File: config.mk
export PLATFORM = sky130hd
export DESIGN_NAME = execute_stage
export DESIGN_NICKNAME = d
export VERILOG_FILES = /design/src/common/exec_pkg.sv /design/src/design/branch_unit.sv /design/src/design/execute_stage.sv /design/src/design/operand_bypass.sv /design/src/design/scalar_alu.sv
export SDC_FILE = /design/constraint.sdc
export NUM_CORES = 1
export LEC_CHECK = 0
export BUFFER_PORTS_ARGS = -buffer_cell sky130_fd_sc_hd__clkbuf_2
export CAP_MARGIN = 10
export CORE_MARGIN = 1.5
export CORE_UTILIZATION = 25
export CTS_CLUSTER_DIAMETER = 60
export DETAILED_ROUTE_END_ITERATION = 12
export PLACE_DENSITY_LB_ADDON = 0.08
export REMOVE_ABC_BUFFERS = 1
export SYNTH_ARGS = -nofsm -noshare
export SYNTH_HDL_FRONTEND = slang
export SYNTH_SLANG_ARGS = --single-unit
File: constraint.sdc
create_clock -name clk -period 6.3 [get_ports clk]
set_input_delay 0 -clock clk [delete_from_list [all_inputs] [get_ports clk]]
set_output_delay 0 -clock clk [all_outputs]
set_load 0.01 [all_outputs]
File: src/common/exec_pkg.sv
// Execute stage shared definitions
package exec_pkg;

	// Data path widths
	localparam int WORD_WIDTH = 32;
	localparam int REG_INDEX_WIDTH = 5;
	localparam int SHAMT_WIDTH = $clog2(WORD_WIDTH);

	typedef logic [WORD_WIDTH-1:0] word_t;
	typedef logic [REG_INDEX_WIDTH-1:0] reg_index_t;

	// Register number that reads as the PC
	localparam reg_index_t PC_REG = 5'd31;

	// ALU operation codes
	typedef logic [3:0] alu_op_t;

	localparam alu_op_t ALU_ADD = 4'd0;
	localparam alu_op_t ALU_SUB = 4'd1;
	localparam alu_op_t ALU_AND = 4'd2;
	localparam alu_op_t ALU_OR = 4'd3;
	localparam alu_op_t ALU_XOR = 4'd4;
	localparam alu_op_t ALU_SHL = 4'd5;
	localparam alu_op_t ALU_SHR = 4'd6;
	localparam alu_op_t ALU_EQ = 4'd7;
	localparam alu_op_t ALU_LTU = 4'd8;

	// Branch kinds
	typedef logic [2:0] branch_kind_t;

	localparam branch_kind_t BR_NONE = 3'd0;
	localparam branch_kind_t BR_ZERO = 3'd1;
	localparam branch_kind_t BR_NZERO = 3'd2;
	localparam branch_kind_t BR_GOTO = 3'd3;
	localparam branch_kind_t BR_CALL = 3'd4;

	// Signed offset field of branch instructions
	localparam int OFFSET_WIDTH = 20;

	// Data cache line geometry, 64 bytes split into 16 word lanes
	localparam int LINE_OFFSET_BITS = 6;
	localparam int LANE_WIDTH = 4;

	typedef logic [LANE_WIDTH-1:0] lane_t;

	// Decoded control from the previous stage
	typedef struct packed {
		alu_op_t alu_op;
		logic op2_is_imm;
		branch_kind_t branch_kind;
		logic is_mem;
		logic has_writeback;
		reg_index_t writeback_reg;
		logic [OFFSET_WIDTH-1:0] branch_offset;
	} exec_ctrl_t;

	// One result still in flight toward the register file
	typedef struct packed {
		logic has_writeback;
		reg_index_t writeback_reg;
		word_t value;
	} bypass_t;

endpackage

File: src/design/branch_unit.sv
// Branch condition and target resolution
`timescale 1ns/1ns

module branch_unit (
	input  exec_pkg::exec_ctrl_t ctrl_i,
	input  exec_pkg::word_t pc_i,
	input  exec_pkg::word_t operand1_i,
	input  exec_pkg::word_t alu_result_i,
	output logic rollback_o,
	output exec_pkg::word_t rollback_address_o
);
	import exec_pkg::*;

	logic pc_write;
	logic branch_taken;
	word_t offset_ext;
	word_t branch_target;

	// Arithmetic write to r31 acts as an indirect jump
	// Loads cannot do this here, their data comes later
	assign pc_write = ctrl_i.has_writeback && (ctrl_i.writeback_reg == PC_REG)
		&& !ctrl_i.is_mem && (ctrl_i.branch_kind == BR_NONE);

	assign offset_ext = {{(WORD_WIDTH-OFFSET_WIDTH){ctrl_i.branch_offset[OFFSET_WIDTH-1]}},
		ctrl_i.branch_offset};
	assign branch_target = pc_i + offset_ext;

	always_comb
	begin
		case (ctrl_i.branch_kind)
			BR_ZERO: branch_taken = (operand1_i == '0);
			BR_NZERO: branch_taken = (operand1_i != '0);
			BR_GOTO: branch_taken = 1'b1;
			BR_CALL: branch_taken = 1'b1;
			default: branch_taken = 1'b0;
		endcase
	end

	always_comb
	begin
		if (pc_write)
		begin
			rollback_o = 1'b1;
			rollback_address_o = alu_result_i;
		end
		else if (branch_taken)
		begin
			rollback_o = 1'b1;
			rollback_address_o = branch_target;
		end
		else
		begin
			rollback_o = 1'b0;
			rollback_address_o = '0;
		end
	end

endmodule

File: src/design/execute_stage.sv
// Scalar execute stage
`timescale 1ns/1ns

module execute_stage (
	input  logic clk,
	input  logic reset_i,
	input  logic flush_i,
	input  exec_pkg::exec_ctrl_t ctrl_i,
	input  exec_pkg::word_t pc_i,
	input  exec_pkg::word_t immediate_i,
	input  exec_pkg::word_t value1_i,
	input  exec_pkg::reg_index_t sel1_i,
	input  exec_pkg::word_t value2_i,
	input  exec_pkg::reg_index_t sel2_i,
	input  exec_pkg::bypass_t mem_bypass_i,
	input  exec_pkg::bypass_t wb_bypass_i,
	output exec_pkg::word_t daddress_o,
	output exec_pkg::lane_t cache_lane_o,
	output logic daccess_o,
	output logic rollback_o,
	output exec_pkg::word_t rollback_address_o,
	output exec_pkg::word_t result_o,
	output logic has_writeback_o,
	output exec_pkg::reg_index_t writeback_reg_o,
	output exec_pkg::word_t pc_o,
	output logic was_access_o,
	output exec_pkg::lane_t reg_lane_o
);
	import exec_pkg::*;

	bypass_t own_bypass;
	word_t operand1;
	word_t operand2_reg;
	word_t operand2;
	word_t alu_result;
	word_t result_nxt;

	// Last cycle's result, not yet seen by the memory stage
	assign own_bypass.has_writeback = has_writeback_o;
	assign own_bypass.writeback_reg = writeback_reg_o;
	assign own_bypass.value = result_o;

	operand_bypass u_bypass1 (
		.sel_i(sel1_i),
		.regfile_value_i(value1_i),
		.pc_i(pc_i),
		.own_i(own_bypass),
		.mem_i(mem_bypass_i),
		.wb_i(wb_bypass_i),
		.value_o(operand1)
	);

	operand_bypass u_bypass2 (
		.sel_i(sel2_i),
		.regfile_value_i(value2_i),
		.pc_i(pc_i),
		.own_i(own_bypass),
		.mem_i(mem_bypass_i),
		.wb_i(wb_bypass_i),
		.value_o(operand2_reg)
	);

	assign operand2 = ctrl_i.op2_is_imm ? immediate_i : operand2_reg;

	scalar_alu u_alu (
		.op_i(ctrl_i.alu_op),
		.operand1_i(operand1),
		.operand2_i(operand2),
		.result_o(alu_result)
	);

	branch_unit u_branch (
		.ctrl_i(ctrl_i),
		.pc_i(pc_i),
		.operand1_i(operand1),
		.alu_result_i(alu_result),
		.rollback_o(rollback_o),
		.rollback_address_o(rollback_address_o)
	);

	// Tag lookup goes out in this cycle, so address and lane are not registered
	assign daddress_o = {alu_result[WORD_WIDTH-1:LINE_OFFSET_BITS], {LINE_OFFSET_BITS{1'b0}}};
	assign cache_lane_o = alu_result[LINE_OFFSET_BITS-1 -: LANE_WIDTH];
	assign daccess_o = ctrl_i.is_mem && !flush_i;

	// Call saves its own PC as the link value
	assign result_nxt = (ctrl_i.branch_kind == BR_CALL) ? pc_i : alu_result;

	always_ff @(posedge clk)
	begin
		if (reset_i || flush_i)
		begin
			result_o <= '0;
			has_writeback_o <= 1'b0;
			writeback_reg_o <= '0;
			pc_o <= '0;
			was_access_o <= 1'b0;
			reg_lane_o <= '0;
		end
		else
		begin
			result_o <= result_nxt;
			has_writeback_o <= ctrl_i.has_writeback;
			writeback_reg_o <= ctrl_i.writeback_reg;
			pc_o <= pc_i;
			was_access_o <= daccess_o;
			reg_lane_o <= cache_lane_o;
		end
	end

	// Later stages may also claim r31, but the PC must still win
	assert property (@(posedge clk) (sel1_i == PC_REG) |-> (operand1 == pc_i))
	else $error("execute_stage: operand 1 from r31 did not read the PC");
	assert property (@(posedge clk) (sel2_i == PC_REG) |-> (operand2_reg == pc_i))
	else $error("execute_stage: operand 2 from r31 did not read the PC");

	// Compares feed branch tests as plain booleans
	assert property (@(posedge clk)
		((ctrl_i.alu_op == ALU_EQ) || (ctrl_i.alu_op == ALU_LTU)) |-> (alu_result <= word_t'(1)))
	else $error("execute_stage: compare result wider than one bit");

	// No target leaks out when nothing is taken
	assert property (@(posedge clk) !rollback_o |-> (rollback_address_o == '0))
	else $error("execute_stage: rollback address driven without rollback");

endmodule

File: src/design/operand_bypass.sv
// Operand bypass select
`timescale 1ns/1ns

module operand_bypass (
	input  exec_pkg::reg_index_t sel_i,
	input  exec_pkg::word_t regfile_value_i,
	input  exec_pkg::word_t pc_i,
	input  exec_pkg::bypass_t own_i,
	input  exec_pkg::bypass_t mem_i,
	input  exec_pkg::bypass_t wb_i,
	output exec_pkg::word_t value_o
);
	import exec_pkg::*;

	logic own_hit;
	logic mem_hit;
	logic wb_hit;

	// A source only counts when it will really write this register
	function automatic logic source_hits(input bypass_t src, input reg_index_t sel);
		source_hits = src.has_writeback && (src.writeback_reg == sel);
	endfunction

	assign own_hit = source_hits(own_i, sel_i);
	assign mem_hit = source_hits(mem_i, sel_i);
	assign wb_hit = source_hits(wb_i, sel_i);

	// Youngest result wins, PC register overrides everything
	always_comb
	begin
		if (sel_i == PC_REG)
		begin
			value_o = pc_i;
		end
		else if (own_hit)
		begin
			value_o = own_i.value;
		end
		else if (mem_hit)
		begin
			value_o = mem_i.value;
		end
		else if (wb_hit)
		begin
			value_o = wb_i.value;
		end
		else
		begin
			value_o = regfile_value_i;
		end
	end

endmodule

File: src/design/scalar_alu.sv
// Single cycle integer ALU
`timescale 1ns/1ns

module scalar_alu (
	input  exec_pkg::alu_op_t op_i,
	input  exec_pkg::word_t operand1_i,
	input  exec_pkg::word_t operand2_i,
	output exec_pkg::word_t result_o
);
	import exec_pkg::*;

	logic [SHAMT_WIDTH-1:0] shamt;

	// Only the low bits of operand 2 give the shift distance
	assign shamt = operand2_i[SHAMT_WIDTH-1:0];

	always_comb
	begin
		case (op_i)
			ALU_ADD:
			begin
				result_o = operand1_i + operand2_i;
			end
			ALU_SUB:
			begin
				result_o = operand1_i - operand2_i;
			end
			ALU_AND:
			begin
				result_o = operand1_i & operand2_i;
			end
			ALU_OR:
			begin
				result_o = operand1_i | operand2_i;
			end
			ALU_XOR:
			begin
				result_o = operand1_i ^ operand2_i;
			end
			ALU_SHL:
			begin
				result_o = operand1_i << shamt;
			end
			ALU_SHR:
			begin
				// Logical, zero fill from the top
				result_o = operand1_i >> shamt;
			end
			ALU_EQ:
			begin
				result_o = word_t'(operand1_i == operand2_i);
			end
			ALU_LTU:
			begin
				result_o = word_t'(operand1_i < operand2_i);
			end
			default:
			begin
				result_o = '0;
			end
		endcase
	end

endmodule

==> metrics.cfg <==
[logic_synthesis]
yosys.cell_types.count=88
synth_edf_count=0
yosys_warnings=0
syn_area_per_cell_um2=7.15
netlist_area_um2=15800
yosys_most_used_dff=dfxtp_1
yosys_register_bits=75
synthCells=2208
synth_area_leader_cell=ha_1
synthArstFlopShare_pct=0
yosysTopAreaCellShare_pct=10.2
netlist_top_cells_area=ha_1 10%, dfxtp_1 9.5%, mux2i_1 8.6%
yosysSeqAreaShare_pct=9.52

[timing]
setup_viol=0
max_slew_margin_pct=27.9
tns_ps=0
final-hold-violation-count=0
final.setup.worst_slack_ps=262
max_freq_mhz=166
drv_slew=0
worstMarginPinSlew_ps=1080
skew_ps=12.8
period_share_pct=95.8
rsz0062_at_grt=false
post-route-min-period_ps=6040

[clocking]
post_cts_buffers=0
cts-htree-levels=3
cts_buffers=9
cts_tree=done
cts_max_path_buffers=2
clockRootBuffer=clkbuf_16
clock_latency_ps=370
cts.clk_slew.worst_paths_ps=80
cts_num_sinks=75

[critical_path]
crit_family=compound AO/OA/AOI/OAI gates
crit_fanout=9
cp_cell_sequence=xor2_1, nor4_4, and2_4, nor4b_1, buf_4, a211oi_4, inv_1, ha_1, and2_1, o31a_1, or4_1, a221oi_2, o41ai_2, or3b_2, a211oi_1, o22ai_1, a211oi_1, buf_4, o22ai_1, clkbuf_2
crit_arrival_ps=6040
cp_slowest_cell=or4_1
required_ps=6300
cp-end-kind=output pin
start_kind=register
critPathBufInv=4
crit_type=reg -> out
crit_path_max_incr_delay_ps=500

[die]
start_util_pct=25.4
die_h_um=254
fp.dieW_um=254
rows=91
ios=397
core_region_area_um2=62100
dieArea_um2=64600

[routing]
drtAntennaViolNets=0
drc=0
drt_first_pass_iters=5
finalWirelength_um=100000
first_iter_violations=1728
route.vias.total=20100
detail_route.wl_per_cell_um=28.9
routed_via_density=5.78

[pwr]
power_leakage_nw=9.11
vdd_drop_max_mv=0.134
power.density_nw_per_um2=171

[place]
dp_slack_ps=536
port_buffers=390
placed_cells=3410
gp_congestion=0.961
hpwl_um=81100

[grt]
antenna_found_initial=13
grt_pass1_wl_um=143000
gr-usage-all-layers_pct=30.3
grt_overflow=0
grt_max_degree=71
grt_pass1_vias=19600

[final_layout]
syn_to_final_growth_pct=27.0
fin_cells=3467
utilization_pct=32.3
fillerInstances=6803
drive_gt1_share_pct=25.8
layout.nets=3005

[hold_path]
hp-class=in -> reg

[run_status]
status=completed

[job]
maxCapViolations=0

==> stage by stage <==
step | total power, mW | area [um2] | hold slack, ps
floorplan | 1.73 | 15100 | 46.4
global placement | 2.75 | 19300 | 226
detailed placement | 2.71 | 19300 | 221
CTS | 3.38 | 20000 | 4.52
global route | 3.59 | 20000 | 24.9
finish | 3.42 | 20000 | 25.7
==> cells in the mapped netlist (all sizes together), types with 42 or more instances <==
library cell	number
ha	129
nor2	203
a21oi	164
nand3	42
and3	44
a211oi	54
nand2	126
mux2i	140
and2	89
clkbuf	105
a221oi	56
buf	59
a31oi	49
o21ai	143
mux2	46
inv	123
o22ai	67
dfxtp	75
==> metal layers <==
layer	up-vias	track usage, %	wire (um)	share of wire, %
met5	-	0	68	0.068
met3	157	6.04	8210	8.2
met2	954	47.2	44300	44
met4	10	10.6	3590	3.6
met1	9812	41.2	44000	44
li1	9118	-	-	-
==> cells by family after synthesis <==
logic type | share of synthesized area (%)
and+or+nand+nor | 20.8
DFF | 9.52
muxes | 12.3
other | 0.0238
buffers and inverters | 7.57
AOI/OAI and AO/OA | 35.7
xor gates and xnor gates | 3.50
adders and majority gates | 10.6
==> path summary, 6_finish.rpt <==
path | end | slack, ps | start | cells after the start
min reg2reg | result_o[12]$_SDFF_PP0_ | 1480 | result_o[12]$_SDFF_PP0_ | 9
max | rollback_address_o[23] | 260 | writeback_reg_o[2]$_SDFF_PP0_ | 20
max reg2reg | result_o[23]$_SDFF_PP0_ | 710 | writeback_reg_o[2]$_SDFF_PP0_ | 19
min | pc_o[2]$_SDFF_PP0_ | 30 | pc_i[2] | 2
==> power breakdown <==
| group | switching (mW) | internal [mW] | leakage (nW) |
|---|---|---|---|
| clock | 0.264 | 0.363 | 0.157 |
| sequential | 0.0205 | 0.500 | 0.614 |
| combinational | 1.46 | 0.812 | 8.34 |
==> layout make-up <==
class	count	area, um2	share of cell area, %
Timing Repair Buffer	561	3420	17.1
Sequential cell	75	1500	7.49
Inverter	123	464	2.32
Multi-Input combinational cell	1851	13300	66.2
Clock buffer	10	239	1.19
Clock inverter	6	95.1	0.474
Antenna cell	4	10.0	0.0499
Tap cell	837	1050	5.23
==> state kept, by name, indices dropped and copies added, names as in the netlist <==
signal / cells
reg_lane_o: 4
has_writeback_o: 1
pc_o: 32
result_o: 32
was_access_o: 1
writeback_reg_o: 5
==> cell usage in the layout (no fill, tap or decap), types with 19 or more instances in the layout <==
| master | count |
|---|---|
| xnor2_1 | 33 |
| nor3_1 | 31 |
| ha_1 | 129 |
| mux2i_1 | 136 |
| dlygate4sd3_1 | 37 |
| and3_1 | 44 |
| nand2_1 | 124 |
| and2_1 | 85 |
| mux2_2 | 46 |
| a21oi_1 | 161 |
| dfxtp_1 | 75 |
| inv_1 | 119 |
| o221ai_1 | 33 |
| a21o_1 | 37 |
| a31oi_1 | 48 |
| nand3_1 | 39 |
| buf_4 | 126 |
| xor2_1 | 29 |
| o22ai_1 | 67 |
| nor2_1 | 201 |
| nor4_1 | 20 |
| a221oi_1 | 49 |
| o31ai_2 | 19 |
| clkbuf_2 | 390 |
| o21ai_0 | 135 |
| a211oi_1 | 50 |
==> timing repair <==
action	CTS	global route
hold buffers	37	0
endpoints found under the hold margin	39	0
resized for setup	0	15
endpoints found under the setup margin	0	17
Power figures use the tool's default switching activity.
